==> config.mk <==
export PLATFORM = sky130hd
export DESIGN_NAME = noc_out_arbiter
export DESIGN_NICKNAME = d
export VERILOG_FILES = /design/src/rtl/tile_mem_pkg.sv /design/src/rtl/noc_out_arbiter.sv
export SDC_FILE = /design/constraint.sdc
export NUM_CORES = 1
export LEC_CHECK = 0
export BUFFER_PORTS_ARGS = -buffer_cell sky130_fd_sc_hd__buf_2
export CORE_AREA = 2 2 56 58
export DETAILED_ROUTE_END_ITERATION = 12
export DIE_AREA = 0 0 58 60
export PLACE_DENSITY = 0.72
export SLEW_MARGIN = 30
export SYNTH_ARGS = -nofsm -noshare
export SYNTH_HDL_FRONTEND = slang
export SYNTH_SLANG_ARGS = --single-unit
export TNS_END_PERCENT = 1
==> constraint.sdc <==
create_clock -name clk_ctrl -period 1.9 [get_ports clk_ctrl]
set_input_delay 0.095 -clock clk_ctrl [delete_from_list [all_inputs] [get_ports clk_ctrl]]
set_output_delay 0.095 -clock clk_ctrl [all_outputs]
set_load 0.01 [all_outputs]
==> src/rtl/tile_mem_pkg.sv <==
// **********************************************************************
// Shared types for the tile memory and network-output fabric.
// All widths are fixed at 32-bit words. Address widths that depend on
// the tile size are module parameters and do not live here.
// **********************************************************************

package tile_mem_pkg;

  // **********************************************************************
  // Plain vector types
  // **********************************************************************

  typedef logic [31:0] word_t;    // Data or address word
  typedef logic [3:0]  keep_t;    // Byte enables of a stream beat
  typedef logic [3:0]  wstrb_t;   // Processor byte write strobes
  typedef logic [3:0]  region_t;  // Byte-address bits 31..28

  // Region tag of the distributed array
  localparam region_t ARRAY_REGION = 4'h1;

  // **********************************************************************
  // Bundles
  // **********************************************************************

  // Processor bus request, 70 bits
  typedef struct packed {
    logic   valid;
    logic   instr;   // Instruction fetch
    word_t  addr;    // Byte address
    word_t  wdata;
    wstrb_t wstrb;
  } cpu_req_t;

  // Memory port request, 66 bits
  typedef struct packed {
    logic  valid;
    logic  we;
    word_t addr;     // Word address
    word_t wdata;
  } mem_req_t;

  // Stream beat with its valid, 38 bits
  typedef struct packed {
    logic  valid;
    word_t data;
    keep_t keep;
    logic  last;
  } axis_t;

  // Output arbiter owner
  typedef enum logic [1:0] {
    ARB_IDLE   = 2'd0,
    ARB_REFILL = 2'd1,
    ARB_QUEUE  = 2'd2
  } arb_state_t;

endpackage

==> src/rtl/noc_out_arbiter.sv <==
// **********************************************************************
// Merges the refill and queue streams onto one network output.
// Refill wins when idle. A packet is never interleaved with another
// once its first non-last beat has transferred. No added latency,
// so stream_out is combinational from the selected source.
// **********************************************************************

`timescale 1ns/1ps

module noc_out_arbiter
  import tile_mem_pkg::*;
(
  input  logic  clk_ctrl,
  input  logic  clk_line_rst_low,
  input  axis_t refill_in,
  input  axis_t queue_in,
  input  logic  stream_out_ready,
  output logic  refill_ready,
  output logic  queue_ready,
  output axis_t stream_out
);

  arb_state_t state_q;
  arb_state_t state_d;
  arb_state_t sel;      // Source driving the output this cycle
  logic       xfer;

  // **********************************************************************
  // Source select
  // **********************************************************************

  always_comb begin
    sel = state_q;                         // Locked owner keeps the output
    if (state_q == ARB_IDLE) begin
      if (refill_in.valid) begin
        sel = ARB_REFILL;
      end else if (queue_in.valid) begin
        sel = ARB_QUEUE;
      end
    end
  end

  always_comb begin
    stream_out   = '0;
    refill_ready = 1'b0;
    queue_ready  = 1'b0;
    unique case (sel)
      ARB_REFILL: begin
        stream_out   = refill_in;
        refill_ready = stream_out_ready;   // Ready only to the owner
      end
      ARB_QUEUE: begin
        stream_out  = queue_in;
        queue_ready = stream_out_ready;
      end
      default: ;                           // Nothing pending
    endcase
  end

  // **********************************************************************
  // Packet lock FSM
  // **********************************************************************

  assign xfer = stream_out.valid & stream_out_ready;

  always_comb begin
    state_d = state_q;
    if (xfer) begin
      // One-beat packets leave the FSM idle
      state_d = stream_out.last ? ARB_IDLE : sel;
    end
  end

  always_ff @(posedge clk_ctrl) begin
    if (!clk_line_rst_low) begin
      state_q <= ARB_IDLE;
    end else begin
      state_q <= state_d;
    end
  end

  // **********************************************************************
  // Checks
  // **********************************************************************

  a_refill_owner : assert property (
    @(posedge clk_ctrl) disable iff (!clk_line_rst_low)
    (state_q == ARB_REFILL && stream_out.valid) |-> refill_in.valid
  ) else $error("Output valid without refill valid while refill owns the output");

  a_queue_owner : assert property (
    @(posedge clk_ctrl) disable iff (!clk_line_rst_low)
    (state_q == ARB_QUEUE && stream_out.valid) |-> queue_in.valid
  ) else $error("Output valid without queue valid while queue owns the output");

  a_one_ready : assert property (
    @(posedge clk_ctrl) disable iff (!clk_line_rst_low)
    !(refill_ready && queue_ready)
  ) else $error("Both source readies high");

endmodule

Word level (Yosys, flattened, before mapping). Cells that the tools add are included.

Bitwise gates (word level): 1. Equal/unequal tests: 2. Muxes and demuxes: 7. Reductions and logical operators: 1.

Operators by type and width (number): $pmux 38 s2 (1); $mux 2 (4); $eq 2x1->1 const B (1); $eq 2x2->1 const B (1); $logic_not 2->1 (1); $mux 1 (2); $and 1x1->1 (1).

Output and inout bits: 40. Logic and storage cells: 12. Input port bits: 79. Register bits after elaboration: 2.

Logic depth before layout (Yosys ltp).
Depth in word-level cells: 6. Gate-level depth with buffers: 8. Mapped depth without buffers: 7.

Worst setup path before layout. No wires, ideal clock.

Kind: register to register. Start point: register state_q[0]. End point: register state_q[1]. Clock period less this slack: 1.754 ns. Data required time: 1.812 ns. Stages on the path, launching flop included: 7. Setup time: 0.088 ns. Path slack: 0.146 ns. Buffers on the path: 0. Arrival time: 1.666 ns. Cell sequence: dfxtp_1 > nor3b_1 > or2_2 > ha_1 > nand2b_1 > or3b_1 > o32ai_2.

Cells in the longest elaborated chain, start to end: 6. Elaborated cells between the ends (all ways): 9. Classes of those cells: eq/ne: 2; mux: 5; bitwise: 1; reduce/logical: 1.

Ends and longest elaborated chain: from (decl) (RTL line noc_out_arbiter.sv:23) `arb_state_t state_q;`; from (signal assigned) (RTL line noc_out_arbiter.sv:78) `state_q <= state_d;`; $mux 2 (RTL line noc_out_arbiter.sv:37) `end else if (queue_in.valid) begin`; $mux 2 (RTL line noc_out_arbiter.sv:35) `if (refill_in.valid) begin`; $mux 2 * (RTL line noc_out_arbiter.sv:34) `if (state_q == ARB_IDLE) begin`; $eq 2x2->1 or $eq 2x1->1 (tied branches) (RTL line noc_out_arbiter.sv:47) `unique case (sel)`; $pmux 38 s2 (RTL line noc_out_arbiter.sv:47); $mux 2 or $and 1x1->1 (tied branches) (RTL line noc_out_arbiter.sv:70, noc_out_arbiter.sv:64).

Every way passes the cells marked *; elsewhere a longest branch is shown, timed or not. A chain may end at the register's enable or synchronous reset.

Final worst setup path.
Start point: register state_q[0]. End point: register state_q[0].

Same word-level chain as after synthesis.

==> impl_metrics.py <==
metrics = {
    "run_status": {
        "status": "finished, final reports clean",
    },
    "synth": {
        "synth_cells": 108,
        "ys_ff_latch": 2,
        "yosys.area.top_type_share_pct": 42.2,
        "synth_area_per_cell_um2": 6.09,
        "synth_cell_types": 19,
        "yosysWarnings": 0,
        "yosys-top-cells-area": "a22oi_1 (42%), nor2_1 (23%), buf_2 (6.8%)",
        "syn_area_um2": 658,
        "yosys.area.top_type": "a22oi_1",
        "synthesis.nets": 189,
        "synth_seq_area_share_pct": 6.08,
    },
    "setup_path": {
        "reg2reg_slack_ns": 0.12,
        "slowest_stage": "o41ai_1",
        "cp_num_buf_inv": 1,
        "worstPathArrival_ns": 1.89,
        "cp_max_fo": 22,
        "crit_chain": "nor3b_1 > or2_2 > ha_2 > buf_6 > nor2_4 > o41ai_1",
        "worstSetupStartpointType": "flip-flop",
        "end_kind": "flip-flop",
        "path_delay_family": "simple AND/OR/NAND/NOR gates",
        "path_depth": 6,
        "rr_endpoint": "state_q[0]",
        "cp-endpoint": "state_q[0]",
        "rr_worst_depth": 6,
        "crit_type": "flip-flop to flip-flop",
        "reg2reg_from": "state_q[0]",
        "slowest_delay_ns": 0.36,
        "startpoint": "state_q[0]",
        "required_ns": 2.01,
    },
    "floorplanning": {
        "placementRows": 20,
        "die_h_um": 60,
        "coreArea_um2": 2900,
        "io_pins": 119,
        "start_util_pct": 22.7,
        "die_w_um": 58,
        "dieArea_um2": 3480,
    },
    "routing": {
        "wirelength_mm": 2.84,
        "routed-via-count": 1259,
        "drt_pass1_iterations": 4,
        "postRouteAntennaNets": 0,
        "first_iter_violations": 77,
        "avgRoutedWirePerCell_um": 11.0,
        "drc": 0,
        "via_per_inst": 4.88,
    },
    "place": {
        "dp_hpwl_mm": 2.32,
        "place.gp.congestion": 0.777,
        "post-place-cells": 255,
        "port_buffers": 118,
    },
    "cells_and_area": {
        "top_register": "state_q",
        "layout.cells.non_filler": 258,
        "largest_register_ffs": 2,
        "area_delta_synth_final_pct": 111,
        "n_antenna_cell": 0,
        "n_fill_cell": 293,
        "multi_input_comb_area_um2": 592,
        "regArea_um2": 41.3,
        "finish.net_count": 308,
        "top_regs": "state_q x2",
        "drive_gt1_share_pct": 62.2,
    },
    "clock_tree": {
        "h-tree-depth": 1,
        "cts_buffers": 3,
        "insertion_delay_ns": 0.23,
        "clk_path_buf_depth": 2,
        "clkTransAtPathRegs_ns": 0.03,
        "cts.sinks": 2,
        "cts_root_buf": "clkbuf_4",
        "cts_tree": "yes",
        "post_cts.repair.setup_buffers": 0,
    },
    "global_routing": {
        "grt_max_degree": 23,
        "antenna_found_initial": 0,
        "grt_usage_pct": 13.8,
        "overflow": 0,
        "grt_pass1_vias": 986,
        "grt_pass1_wl_mm": 3.88,
    },
    "hold_path": {
        "hold_path_class": "input port to flip-flop",
    },
    "sta": {
        "finClkSkew_ns": 0.00635,
        "final_hold_viol_count": 0,
        "grt_setup_unrepaired": "no",
        "max_freq_mhz": 563,
        "setup_viol": 0,
        "period_needed_ns": 1.78,
        "slew_viol_final": 0,
        "tns_ns": 0,
        "whs_ns": 0.151,
        "period_share_pct": 93.5,
        "tightest_slew_ns": 0.275,
        "relSlewSlack_pct": 81.4,
    },
    "pwr": {
        "powerDensity_nw_per_um2": 378,
        "leakagePower_nw": 0.801,
        "ir_worst_vdd_uv": 402,
    },
    "flow_run": {
        "maxCapViolCount": 0,
    },
}
[cell usage in the layout, fill, tap and decap left out, types with 2 or more instances in the layout]
master,count
buf_6,3
buf_2,118
a22oi_2,4
nor2_1,39
a22oi_1,34
buf_4,3
and2_1,2
clkbuf_4,3
[kinds of logic (layout without fill, tap and decap cells)]
logic type | after synthesis | count (layout) | share of synthesized area (%)
compound gates | 42 | 42 | 49.8
flops | 2 | 2 | 6.08
fa+ha+maj | 2 | 2 | 3.80
simple gates | 48 | 48 | 30.6
buf+inv | 14 | 131 | 9.70
[synthesized netlist by cell type]
master / count
dfxtp_1: 2
a22oi_2: 1
buf_1: 3
or3b_1: 1
o32ai_2: 1
nor3b_1: 1
o211ai_1: 1
nand2_1: 1
nor2_1: 40
and2_1: 2
nor2b_1: 1
or2_2: 1
o21ai_0: 1
nand2b_1: 1
ha_1: 2
a22oi_1: 37
inv_1: 2
buf_2: 9
o41ai_1: 1
[cell type report]
type                    count  share of cell area (%)
multi-input cells          92                    42.7
flip-flops and latches      2                    2.98
inverters                   2                   0.542
clock buffers               3                    1.62
repair buffers            126                    49.2
well taps                  33                    2.98
[timing repair]
item	4_1_cts	5_1_grt
endpoints found under the setup margin	25	41
hold buffers	0	0
gates cloned	0	0
resized for setup	5	13
[worst reg2reg max path, delay by kind of cell, from the launching register on]
family,cells,cell delay (ns)
buffers and inverters,1,0.20
and+or+nand+nor,3,0.41
AOI/OAI and AO/OA,1,0.36
DFF,1,0.33
adders and majority gates,1,0.35
[report_power, final]
group / switching, W / internal (W)
logic: 0.000195 / 0.000187
clock network: 0.0000275 / 0.0000699
registers: 0.000000789 / 0.0000435
[metal layers]
layer	wire, um	up-vias	GRT usage (%)
met5	0	-	0
met4	24	0	3.99
met3	321	3	1.52
met2	1430	77	27.6
met1	1060	544	15.2
li1	-	635	-
[per-stage QoR]
stage	util [%]	setup WS [ns]	cell area (um2)	power, W
floorplan	-	0.146	658	0.000230
global placement	44.6	0.120	1290	0.000399
detailed placement	44.6	0.0594	1290	0.000402
CTS	45.9	0.00797	1330	0.000513
global route	47.8	0.000458	1390	0.000570
finish	47.8	0.123	1390	0.000524
[how the worst min path moves through the flow]
stage,to,cells after the start,from,slack [ns]
6_report,state_q[0],3,clk_line_rst_low,0.15
5_1_grt,state_q[0],3,clk_line_rst_low,0.17
4_1_cts,state_q[0],3,clk_line_rst_low,0.14
3_5_place_dp,state_q[0],3,clk_line_rst_low,0.38
3_3_place_gp,state_q[0],3,clk_line_rst_low,0.37
2_1_floorplan,state_q[0],2,clk_line_rst_low,0.24
(Power assumes the default switching activity.)
