[src/rtl/tile_mem_pkg.sv]
// **********************************************************************
// Shared types for the tile memory and network-output fabric.
// All widths are fixed at 32-bit words. Address widths that depend on
// the tile size are module parameters and do not live here.
// **********************************************************************

package tile_mem_pkg;

  // **********************************************************************
  // Plain vector types
  // **********************************************************************

  typedef logic [31:0] word_t;    // Data or address word
  typedef logic [3:0]  keep_t;    // Byte enables of a stream beat
  typedef logic [3:0]  wstrb_t;   // Processor byte write strobes
  typedef logic [3:0]  region_t;  // Byte-address bits 31..28

  // Region tag of the distributed array
  localparam region_t ARRAY_REGION = 4'h1;

  // **********************************************************************
  // Bundles
  // **********************************************************************

  // Processor bus request, 70 bits
  typedef struct packed {
    logic   valid;
    logic   instr;   // Instruction fetch
    word_t  addr;    // Byte address
    word_t  wdata;
    wstrb_t wstrb;
  } cpu_req_t;

  // Memory port request, 66 bits
  typedef struct packed {
    logic  valid;
    logic  we;
    word_t addr;     // Word address
    word_t wdata;
  } mem_req_t;

  // Stream beat with its valid, 38 bits
  typedef struct packed {
    logic  valid;
    word_t data;
    keep_t keep;
    logic  last;
  } axis_t;

  // Output arbiter owner
  typedef enum logic [1:0] {
    ARB_IDLE   = 2'd0,
    ARB_REFILL = 2'd1,
    ARB_QUEUE  = 2'd2
  } arb_state_t;

endpackage

[src/rtl/cpu_mem_port.sv]
// **********************************************************************
// Processor side of the tile memory. Decodes local versus remote and
// shares RAM port B with the host, which always wins the port.
// A processor write stores the whole word when any strobe is set.
// The core must hold its request until cpu_ready. Remote accesses end
// on remote_ready, which must not follow a local ready directly.
// **********************************************************************

`timescale 1ns/1ps

module cpu_mem_port
  import tile_mem_pkg::*;
#(
  parameter int OFFSET_W = 12,
  parameter int XY_W     = 3
) (
  input  logic                clk_ctrl,
  input  logic                clk_line_rst_low,
  input  logic [2*XY_W-1:0]   tile_id,
  input  cpu_req_t            cpu_req,
  input  mem_req_t            axi_req,
  input  logic                remote_ready,
  input  word_t               remote_rdata,
  input  word_t               ram_rdata,
  output mem_req_t            ram_req,
  output logic                cpu_ready,
  output word_t               cpu_rdata,
  output cpu_req_t            remote_req,
  output word_t               axi_rdata
);

  // **********************************************************************
  // Address decode
  // **********************************************************************

  word_t             word_addr;
  region_t           region;
  logic [2*XY_W-1:0] tile_field;
  logic              is_local;
  logic              cpu_grant;
  logic              cpu_owned_q;   // Port B served the processor last cycle

  assign word_addr  = cpu_req.addr >> 2;   // Bytes to words
  assign region     = cpu_req.addr[31:28];
  assign tile_field = word_addr[OFFSET_W+2*XY_W-1:OFFSET_W];

  // Fetches always stay in the tile
  assign is_local = cpu_req.instr ||
                    ((region == ARRAY_REGION) && (tile_field == tile_id));

  always_comb begin
    remote_req       = cpu_req;
    remote_req.valid = cpu_req.valid & ~is_local;
  end

  // **********************************************************************
  // Port B sharing
  // **********************************************************************

  // No new access in the ready cycle, the core still holds the old request
  assign cpu_grant = cpu_req.valid & is_local & ~axi_req.valid & ~cpu_owned_q;

  always_comb begin
    ram_req = '0;
    if (axi_req.valid) begin
      ram_req = axi_req;              // Host first
    end else begin
      ram_req.valid                 = cpu_grant;
      ram_req.we                    = |cpu_req.wstrb;
      ram_req.addr[OFFSET_W-1:0]    = word_addr[OFFSET_W-1:0];
      ram_req.wdata                 = cpu_req.wdata;
    end
  end

  always_ff @(posedge clk_ctrl) begin
    if (!clk_line_rst_low) begin
      cpu_owned_q <= 1'b0;
    end else begin
      cpu_owned_q <= cpu_grant;
    end
  end

  // **********************************************************************
  // Response return
  // **********************************************************************

  assign cpu_ready = cpu_owned_q | (remote_req.valid & remote_ready);
  assign cpu_rdata = cpu_owned_q ? ram_rdata : remote_rdata;
  assign axi_rdata = ram_rdata;   // Host reads land one cycle later

  // A ready pulse closes one request, the core needs a cycle to move on
  a_ready_single : assert property (
    @(posedge clk_ctrl) disable iff (!clk_line_rst_low)
    cpu_ready |=> !cpu_ready
  ) else $error("cpu_ready high in two consecutive cycles");

endmodule

[config.mk]
export PLATFORM = sky130hd
export DESIGN_NAME = cpu_mem_port
export DESIGN_NICKNAME = d
export VERILOG_FILES = /design/src/rtl/tile_mem_pkg.sv /design/src/rtl/cpu_mem_port.sv
export SDC_FILE = /design/constraint.sdc
export NUM_CORES = 1
export LEC_CHECK = 0
export BUFFER_PORTS_ARGS = -buffer_cell sky130_fd_sc_hd__buf_2
export CORE_AREA = 3 3 157 159
export CTS_CLUSTER_DIAMETER = 40
export DETAILED_ROUTE_END_ITERATION = 6
export DIE_AREA = 0 0 160 162
export GPL_TIMING_DRIVEN = 0
export SYNTH_ARGS = -nofsm -noshare
export SYNTH_HDL_FRONTEND = slang
export SYNTH_SLANG_ARGS = --single-unit
[constraint.sdc]
create_clock -name clk_ctrl -period 1.1 [get_ports clk_ctrl]
set_input_delay 0.055 -clock clk_ctrl [delete_from_list [all_inputs] [get_ports clk_ctrl]]
set_output_delay 0.055 -clock clk_ctrl [all_outputs]
set_load 0.005 [all_outputs]
# --- Word-level counts from Yosys, hierarchy flattened ---
# Index checks and enable logic that the tools add are counted.
# W data, S select, Z words.
classes:
  n_addsub: 0
  n_mul: 0
  div_mod_pow: 0
  magnitude_cmp: 0
  n_eq_ne: 2
  shift: 0
  n_mux: 4
  n_bitwise: 9
  reduce_logical: 3
op_table:
  columns: ["op", "count"]
  rows:
  - ["$mux W44", 1]
  - ["$mux W32", 1]
  - ["$mux W20", 1]
  - ["$eq A6 B6 Y1", 1]
  - ["$and A1 B1 Y1", 5]
  - ["$eq A4 B1 Y1 const B", 1]
  - ["$reduce_or A4 Y1", 1]
  - ["$not A1 Y1", 3]
  - ["$mux W2", 1]
  - ["$logic_and A1 B1 Y1", 1]
  - ["$logic_or A1 B1 Y1", 1]
  - ["$or A1 B1 Y1", 1]
word_totals:
  ff_bits: 1
  latch_bits: 0
  ramBits: 0
  mem_bits_ro: 0
  output_inout_bits: 201
  wordCells: 19
  n_memories: 0

# --- Logic depth before layout (Yosys ltp) ---
# Gate-level depths: netlist of run 1.
depth:
  depth_word: 7
  ltp_mapped: 5

# --- Worst setup path before layout of run 1 ---
# No wires, ideal clock.
synth_timing:
  path_kind: "register -> output"
  from: "register cpu_owned_q"
  to: "output port cpu_rdata[10]"
  arrival_time_ps: 1078
  t_required_ps: 1045
  slack_ps: -33
  path_stages_with_launch: 4
  path_cell_list: "dfxtp_1 clkbuf_1 buf_2 mux2_2"
synth_between:
  elab_chain_cells: 1
synth_lines:
  columns: ["element", "line", "rtl"]
  rows:
  - ["start: declaration", "cpu_mem_port.sv:41", "logic cpu_owned_q;"]
  - ["start signal: assignment", "cpu_mem_port.sv:79", "cpu_owned_q <= cpu_grant;"]
  - ["$mux W32", "cpu_mem_port.sv:88", "assign cpu_rdata = cpu_owned_q ? ram_rdata : remote_rdata;"]
  - ["end: declaration", "cpu_mem_port.sv:27", "output word_t cpu_rdata,"]
# Every way passes these cells.

# --- Worst setup path in the final report of run 1 ---
layout_timing:
  from: "input port cpu_req[54] in the netlist's numbering"
  to: "output port cpu_ready"
layout_between:
  elab_chain_cells: 7
layout_lines:
  columns: ["element", "line", "rtl"]
  rows:
  - ["start: declaration", "cpu_mem_port.sv:20", "input cpu_req_t cpu_req,"]
  - ["$eq A6 B6 Y1", "cpu_mem_port.sv:49", "((region == ARRAY_REGION) && (tile_field == tile_id));"]
  - ["$logic_and A1 B1 Y1", "cpu_mem_port.sv:49", null]
  - ["$logic_or A1 B1 Y1", "cpu_mem_port.sv:48", "assign is_local = cpu_req.instr ||"]
  - ["$not A1 Y1", "cpu_mem_port.sv:53", "remote_req.valid = cpu_req.valid & ~is_local;"]
  - ["$and A1 B1 Y1", "cpu_mem_port.sv:53", null]
  - ["$and A1 B1 Y1", "cpu_mem_port.sv:87", "assign cpu_ready = cpu_owned_q | (remote_req.valid & remote_ready);"]
  - ["$or A1 B1 Y1", "cpu_mem_port.sv:87", null]
  - ["end: declaration", "cpu_mem_port.sv:26", "output logic cpu_ready,"]
# Every way passes these cells.

==> flow_metrics.py, run 1 <==
metrics = {
    "floorplan": {
        "die_y_um": 162,
        "io_pins": 410,
        "die_area_um2": 25900,
        "core_um2": 23400,
        "die_x_um": 160,
        "rows": 56,
        "initial_utilization_pct": 8.42,
    },
    "timing": {
        "period_minus_slack_ns": 1.26,
        "setup_viol": 10,
        "finalHoldViolations": 0,
        "rsz0062_at_grt": "yes",
        "fin_ws_ns": -0.158,
        "worst_slew_pin_slew_ns": 0.261,
        "slew_headroom_pct": 82.4,
        "drv_slew": 0,
        "clock_skew_ns": 0,
        "clock.fmax_ghz": 0.795,
        "fin_crit_sh_pct": 114,
    },
    "placed_design": {
        "place.gp.congestion": 0.795,
        "port_buffers": 398,
        "dp_hpwl_um": 12100,
        "placed_area_um2": 4360,
        "place_ws_ns": -0.451,
    },
    "critical_path": {
        "path_buf_inv": 2,
        "required_ns": 1.04,
        "critical-path-max-stage-delay_ns": 0.31,
        "critPathKind": "input pin to primary output",
        "cp-end-kind": "primary output",
        "crit_path_max_fanout": 4,
        "r2r_setup_slack_ns": 0.19,
        "cpMaxStageDelayCell": "nor4_2",
        "worstPathCellList": "buf_6 > xor2_2 > nor4_2 > a41oi_2 > a31o_1 > buf_2",
        "cpLargestDelayFamily": "compound AO/OA/AOI/OAI gates",
        "worstSetupStartpointType": "input pin",
        "cp_data_arrival_time_ns": 1.20,
    },
    "global_routing": {
        "grt_usage_pct": 8.66,
        "grt_first_pass_wirelength_um": 17700,
        "grt_pass1_vias": 2990,
        "grt_start_max_net_pins": 11,
        "antenna_found_initial": 0,
        "grt_overflow": 0,
    },
    "power_and_ir_drop": {
        "powerDensity_nw_per_um2": 378,
        "peakVddDrop_uv": 137,
        "p_leak_uw": 0.00271,
    },
    "final_layout": {
        "largestRegisters": "cpu_owned_q: 1 flops",
        "final_util_pct": 20.5,
        "design_area_um2": 4790,
        "nets": 839,
        "area_growth_pct": 143,
        "diodes": 0,
        "drive_above_1_share_pct": 94.9,
        "largest_reg_flops": 1,
        "num-fill-cells": 2665,
        "largest-register": "cpu_owned_q",
    },
    "logic_synthesis": {
        "synthTopCellsByArea": "mux2_2, buf_4, and2_1",
        "syn_area_per_cell_um2": 8.68,
        "yosys.area.top_type_share_pct": 43.5,
        "synth_fp_nets": 436,
        "synth_most_common_cell": "buf_4",
        "synth_cells": 227,
        "ys_async_sr_fraction_pct": 0,
        "ys_ff_latch": 1,
        "yosysWarningCount": 0,
        "netlist_area_um2": 1970,
        "synth.distinct_cells": 17,
        "synth_edf_count": 0,
        "synth_top_area_cell": "mux2_2",
        "yosysSeqAreaShare_pct": 1.02,
        "synth_common_cells": "buf_4, mux2_2, and2_1",
        "synth-main-ff-cell": "dfxtp_1",
    },
    "clock_network": {
        "clkLatencyLatePin_ns": 0,
        "ctsHoldBuffers": 0,
    },
    "route": {
        "drc": 0,
        "dr.pass1.iters": 4,
        "drt_iter0_drc": 73,
        "avgRoutedWirePerCell_um": 14.4,
        "wl_um": 13700,
        "ant_nets": 0,
        "via_per_inst": 3.23,
        "num_vias": 3062,
    },
    "run_status": {
        "violations": "setup timing",
        "status": "complete, but fails checks",
    },
    "min_path": {
        "hp-class": "input pin to primary output",
    },
    "flow_run": {
        "cap_viol_max_count": 0,
    },
}
==> cell type report <==
class                           instances  area [um^2]  share of cell area (%)
Multi-Input combinational cell        113         1250                    26.1
Tap cell                              319          399                    8.34
Timing Repair Buffer                  402         2240                    46.8
Sequential cell                         1         23.8                   0.497
Buffer                                112          872                    18.2
==> what timing repair did <==
item	in CTS	in global routing
gates cloned	0	3
buffers inserted	1	0
endpoints found under the setup margin	67	59
resized for setup	18	70
pin swaps	6	4
==> per-layer routing <==
layer | routed length (um) | part of all wire (%) | global-route usage [%]
met1 | 5070 | 37 | 9.94
met2 | 7450 | 54 | 17.7
met3 | 1150 | 8.4 | 1.35
met4 | 0 | 0 | 0
met5 | 0 | 0 | 0
==> path summary, 6_finish.rpt <==
check	startpoint	to	depth (start not counted)
max reg2reg	cpu_owned_q	cpu_owned_q	2
min reg2reg	cpu_owned_q	cpu_owned_q	2
max	cpu_req[54]	cpu_ready	6
min	cpu_req[63]	remote_req[63]	2
==> cells by family (layout without fill, tap and decap cells) <==
logic type             count (synthesis)  after routing  share of synthesized area [%]
AO/OA/AOI/OAI                          4              4                           1.91
XOR/XNOR                               6              6                           2.67
buffers and inverters                113            514                           41.3
flip-flops                             1              1                           1.02
multiplexers                          76             76                           43.5
AND/OR/NAND/NOR                       27             27                           9.66
==> cell usage in the layout, fill, tap and decap left out <==
cell type  instances
buf_2            369
buf_4            105
mux2_2            48
buf_6             31
mux2_4            28
and2_1            21
xor2_1             3
clkbuf_2           2
buf_12             2
clkbuf_4           2
nor4b_2            2
xnor2_1            2
clkbuf_16          2
nor4_1             1
nand2_1            1
o21ai_0            1
buf_8              1
xor2_2             1
nor4_2             1
a41oi_2            1
a31o_1             1
nand2b_1           1
o21bai_1           1
dfxtp_4            1
==> power breakdown <==
part | switching [uW] | internal, uW
Sequential | 4.76 | 36.4
Clock | 0 | 0
Combinational | 647 | 1120
==> stage by stage <==
step	instances	TNS, ns	total power (uW)	hold WS (ns)
6_report	947	-0.489	1810	0.277
5_1_grt	947	-1.83	1950	0.285
4_1_cts	944	-0.611	1670	0.278
3_5_place_dp	944	-16.71	1650	0.278
3_3_place_gp	944	-17.18	1640	0.279
2_1_floorplan	227	-0.929	716	0.191
Note: power is estimated with default switching activity, not from simulation.
==> inputs of run 2 (changes only) <==
--- a/config.mk
+++ b/config.mk
@@ -11,6 +11,7 @@
 export DETAILED_ROUTE_END_ITERATION = 6
 export DIE_AREA = 0 0 160 162
 export GPL_TIMING_DRIVEN = 0
+export MAX_ROUTING_LAYER = met4
 export SYNTH_ARGS = -nofsm -noshare
 export SYNTH_HDL_FRONTEND = slang
 export SYNTH_SLANG_ARGS = --single-unit
==> run 2 against run 1 <==
Highest routed layer unchanged. First-iteration DRC count increased by 4.1%. Critical path type unchanged. Design area is the same. Via count rose by 0.20%. The flow still finishes with violations (setup timing). Largest cell class unchanged. Utilization did not move. Setup slack about the same.
==> flow_metrics.py, run 2 (synthesis gave the netlist of run 1 again) <==
metrics = {
    "power_and_ir_drop": {
        "p_comb_share_pct": 97.7,
        "power_frac_seq_pct": 2.3,
        "peakVddDrop_uv": 137,
        "power_frac_clock_pct": 0,
        "powerDensity_nw_per_um2": 378,
        "switching_share_pct": 36.1,
        "p_leak_uw": 0.00271,
        "p_int_uw": 1160,
        "p_sw_uw": 653,
    },
    "timing": {
        "worst_slew_pin_slew_ns": 0.261,
        "drv_slew": 0,
        "clock.fmax_ghz": 0.795,
        "clock_skew_ns": 0,
        "finalHoldViolations": 0,
        "fin_crit_sh_pct": 114,
        "period_minus_slack_ns": 1.26,
        "worst_hold_slack_ns": 0.277,
        "fin_ws_ns": -0.159,
        "setup_viol": 8,
        "rsz0062_at_grt": "yes",
        "slew_headroom_pct": 82.4,
    },
    "final_layout": {
        "final_cells": 947,
        "largest_reg_flops": 1,
        "final_cell_mix": "buf_2, buf_4, mux2_2",
        "layout_commonest_cell": "buf_2",
        "nets": 839,
        "diodes": 0,
        "largest-register": "cpu_owned_q",
        "area_growth_pct": 143,
        "largestRegisters": "cpu_owned_q: 1 flops",
        "num-fill-cells": 2665,
        "drive_above_1_share_pct": 94.9,
    },
    "clock_network": {
        "clkLatencyLatePin_ns": 0,
        "ctsHoldBuffers": 0,
    },
    "global_routing": {
        "grt_first_pass_wirelength_um": 17700,
        "grt_start_max_net_pins": 11,
        "grt_usage_pct": 8.91,
        "grt_overflow": 0,
        "antenna_found_initial": 0,
        "grt_pass1_vias": 2991,
    },
    "floorplan": {
        "die_y_um": 162,
        "initial_utilization_pct": 8.42,
        "rows": 56,
        "core_um2": 23400,
        "die_x_um": 160,
        "io_pins": 410,
        "die_area_um2": 25900,
    },
    "critical_path": {
        "worstSetupStartpointType": "input pin",
        "path_depth": 6,
        "path_buf_inv": 2,
        "critPathKind": "input pin to primary output",
        "r2r_cells": 2,
        "critical-path-max-stage-delay_ns": 0.31,
        "worstPathCellList": "buf_6 > xor2_2 > nor4_2 > a41oi_2 > a31o_1 > buf_2",
        "crit_path_max_fanout": 4,
        "cpLargestDelayFamily": "compound AO/OA/AOI/OAI gates",
        "cp_data_arrival_time_ns": 1.20,
        "crit_start": "cpu_req[54]",
        "cpMaxStageDelayCell": "nor4_2",
        "worstReg2RegEnd": "cpu_owned_q",
        "required_ns": 1.04,
        "reg2reg_from": "cpu_owned_q",
        "cp-end-kind": "primary output",
        "r2r_setup_slack_ns": 0.20,
        "crit_path_end": "cpu_ready",
    },
    "min_path": {
        "hp-class": "input pin to primary output",
    },
    "placed_design": {
        "port_buffers": 398,
        "dp.cells": 944,
        "dp_hpwl_um": 12100,
        "place.gp.congestion": 0.809,
    },
    "route": {
        "num_vias": 3068,
        "avgRoutedWirePerCell_um": 14.4,
        "via_per_inst": 3.24,
        "drt_iter0_drc": 76,
        "dr.pass1.iters": 4,
        "wl_um": 13600,
        "drc": 0,
        "ant_nets": 0,
    },
    "flow_run": {
        "cap_viol_max_count": 0,
    },
    "run_status": {
        "status": "complete, but fails checks",
        "violations": "setup timing",
    },
}
[run 2: cell counts in the layout (fill, tap and decap cells not counted)]
No cell type changed its count.
[run 2: final cells by class]
class	instances	area [um^2]	share of cell area, %
buffer	112	872	18.2
tap	319	399	8.34
multi-input combinational	113	1250	26.1
timing repair buffer	402	2240	46.8
sequential	1	23.8	0.497
[run 2: repair_timing]
action,in CTS,in global routing
resized for setup,18,70
buffers inserted,1,0
pin swaps,6,4
setup endpoints to repair,67,59
gates cloned,0,3
[run 2: how the worst min path moves through the flow]
stage                          end  slack [ns]          from  depth (start not counted)
finish              remote_req[63]        0.28   cpu_req[63]                          2
global route        remote_req[56]        0.29   cpu_req[56]                          2
CTS                 remote_req[63]        0.28   cpu_req[63]                          2
detailed placement  remote_req[63]        0.28   cpu_req[63]                          2
global placement    remote_req[57]        0.28   cpu_req[57]                          2
floorplan             axi_rdata[0]        0.19  ram_rdata[0]                          1
[run 2: worst reg2reg max path: stages, from the launching register on]
cell      delay, ns
dfxtp_4        0.38
nand2b_1       0.19
nor4b_2        0.24
[run 2: metal layers]
metal | track usage (%) | routed length, um | part of all wire (%)
met1 | 10.1 | 5070 | 37
met2 | 17.7 | 7450 | 55
met3 | 1.15 | 1110 | 8.1
met4 | 0 | 0 | 0
met5 | - | 0 | 0
[run 2: power by group through the flow]
| stage | clock network, uW | logic [uW] | registers, uW |
|---|---|---|---|
| global route | 0 | 1910 | 41.9 |
| detailed placement | 0 | 1610 | 38.2 |
| CTS | 0 | 1630 | 39.4 |
| floorplan | 0 | 678 | 38.2 |
| global placement | 0 | 1600 | 38.2 |
| finish | 0 | 1770 | 41.1 |
[run 2: per-stage QoR]
step / utilization, % / setup TNS, ns / power, uW / cell area (um^2) / setup WS, ns
floorplan: - / -0.929 / 716 / 1970 / -0.0332
detailed placement: 18.6 / -16.71 / 1650 / 4360 / -0.451
global route: 20.5 / -1.82 / 1950 / 4790 / -0.267
CTS: 18.9 / -0.611 / 1670 / 4420 / -0.219
global placement: 18.6 / -17.18 / 1640 / 4360 / -0.455
finish: 20.5 / -0.475 / 1810 / 4790 / -0.159
==> inputs of run 3 (changes only) <==
--- a/config.mk
+++ b/config.mk
@@ -6,12 +6,15 @@
 export NUM_CORES = 1
 export LEC_CHECK = 0
 export BUFFER_PORTS_ARGS = -buffer_cell sky130_fd_sc_hd__buf_2
-export CORE_AREA = 3 3 157 159
+export CELL_PAD_IN_SITES_DETAIL_PLACEMENT = 1
+export CELL_PAD_IN_SITES_GLOBAL_PLACEMENT = 2
+export CORE_AREA = 3 3 158 160
 export CTS_CLUSTER_DIAMETER = 40
 export DETAILED_ROUTE_END_ITERATION = 6
-export DIE_AREA = 0 0 160 162
+export DIE_AREA = 0 0 161 163
 export GPL_TIMING_DRIVEN = 0
 export MAX_ROUTING_LAYER = met4
+export PLACE_DENSITY_LB_ADDON = 0.1
 export SYNTH_ARGS = -nofsm -noshare
 export SYNTH_HDL_FRONTEND = slang
 export SYNTH_SLANG_ARGS = --single-unit
==> run 3 against run 2 <==
The run still ends with setup timing left. Design area is essentially flat. Highest routed layer unchanged. Critical path depth unchanged. Global-route usage up 1.1 points. Sequential share of layout area about the same. Setup slack worse by 0.018 ns. Via count shrank 0.29%. Register-to-register slack improved by 0.05 ns.
==> flow_metrics.py, run 3 (synthesis gave the netlist of run 1 again) <==
metrics = {
    "final_layout": {
        "final_cells": 951,
        "area_growth_pct": 143,
        "largest-register": "cpu_owned_q",
        "final_util_pct": 20.3,
        "largest_reg_flops": 1,
        "layout_commonest_cell": "buf_2",
        "final_cell_mix": "buf_2, buf_4, mux2_2",
        "drive_above_1_share_pct": 94.9,
        "design_area_um2": 4780,
        "nets": 841,
        "largestRegisters": "cpu_owned_q: 1 flops",
    },
    "placed_design": {
        "place.gp.congestion": 0.810,
        "port_buffers": 398,
        "placed_area_um2": 4360,
        "dp.cells": 944,
        "dp_hpwl_um": 13500,
    },
    "critical_path": {
        "path_buf_inv": 2,
        "worstPathCellList": "buf_6 > xor2_2 > nor4_2 > a41oi_2 > a31o_1 > buf_2",
        "crit_path_max_fanout": 4,
        "cp_data_arrival_time_ns": 1.22,
        "cpMaxStageDelayCell": "nor4_2",
        "worstSetupStartpointType": "input pin",
        "cpLargestDelayFamily": "compound AO/OA/AOI/OAI gates",
        "critPathKind": "input pin to primary output",
        "path_depth": 6,
        "cp-end-kind": "primary output",
        "r2r_cells": 2,
        "required_ns": 1.04,
        "critical-path-max-stage-delay_ns": 0.30,
    },
    "floorplan": {
        "die_x_um": 161,
        "core_um2": 23500,
        "initial_utilization_pct": 8.37,
        "rows": 56,
        "die_area_um2": 26200,
        "io_pins": 410,
        "die_y_um": 163,
    },
    "clock_network": {
        "ctsHoldBuffers": 0,
        "clkLatencyLatePin_ns": 0,
    },
    "timing": {
        "fin_crit_sh_pct": 116,
        "drv_slew": 0,
        "slew_headroom_pct": 76.6,
        "period_minus_slack_ns": 1.28,
        "worst_slew_pin_slew_ns": 0.348,
        "finalHoldViolations": 0,
        "fin_ws_ns": -0.176,
        "clock_skew_ns": 0,
        "setup_tns_ns": -1.01,
        "rsz0062_at_grt": "yes",
        "setup_viol": 26,
        "clock.fmax_ghz": 0.783,
    },
    "flow_run": {
        "cap_viol_max_count": 0,
    },
    "global_routing": {
        "grt_usage_pct": 10.0,
        "antenna_found_initial": 2,
        "grt_first_pass_wirelength_um": 19800,
        "grt_start_max_net_pins": 11,
        "grt_overflow": 0,
        "grt_pass1_vias": 3320,
    },
    "min_path": {
        "hp-class": "input pin to primary output",
        "hold_depth": 2,
    },
    "route": {
        "drc": 0,
        "drt_iter0_drc": 28,
        "num_vias": 3059,
        "wl_um": 14600,
        "via_per_inst": 3.22,
        "avgRoutedWirePerCell_um": 15.4,
        "ant_nets": 0,
        "dr.pass1.iters": 3,
    },
    "power_and_ir_drop": {
        "powerDensity_nw_per_um2": 372,
        "peakVddDrop_uv": 93.0,
        "p_leak_uw": 0.00271,
    },
    "run_status": {
        "status": "complete, but fails checks",
        "violations": "setup timing",
    },
}
[run 3: area by class of cell]
class	instances	area [um^2]
Antenna cell	2	5.00
Timing Repair Buffer	406	2290
Tap cell	319	399
Sequential cell	1	23.8
Multi-Input combinational cell	113	1240
Fill cell	2934	18800
Buffer	110	827
[run 3: where the power goes]
group	internal [uW]	leakage [uW]	switching, uW	total, uW
Clock	0.000243	0.0000000127	0	0.000243
Sequential	36.3	0.00000889	2.78	39.1
Combinational	1110	0.00270	630	1740
Total	1150	0.00271	633	1780
[run 3: final timing paths]
check / startpoint / slack (ns) / end
hold / removal: cpu_req[57] / 0.28 / remote_req[57]
setup / recovery: tile_id[3] / -0.18 / cpu_ready
hold reg to reg: cpu_owned_q / 0.65 / cpu_owned_q
setup reg to reg: cpu_owned_q / 0.25 / cpu_owned_q
[run 3: timing repair]
item	4_1_cts	5_1_grt
setup buffers	6	0
gates resized for setup	76	8
cloned	3	0
endpoints found under the setup margin	99	56
pin swaps	6	5
[run 3: layer usage]
metal / GRT usage [%] / vias up / share of wire [%]
li1: - / 1475 / -
met1: 8.60 / 1351 / 30
met2: 21.4 / 233 / 58
met3: 4.02 / 0 / 13
met4: 0 / 0 / 0
met5: - / - / 0
[run 3: through the flow]
| step | hold slack [ns] | setup WS, ns | power, uW |
|---|---|---|---|
| after CTS | 0.280 | -0.229 | 1830 |
| after detailed placement | 0.280 | -0.497 | 1660 |
| after global routing | 0.287 | -0.286 | 1940 |
| final | 0.277 | -0.176 | 1780 |
| after global placement | 0.281 | -0.469 | 1660 |
| after floorplan | 0.191 | -0.0332 | 716 |
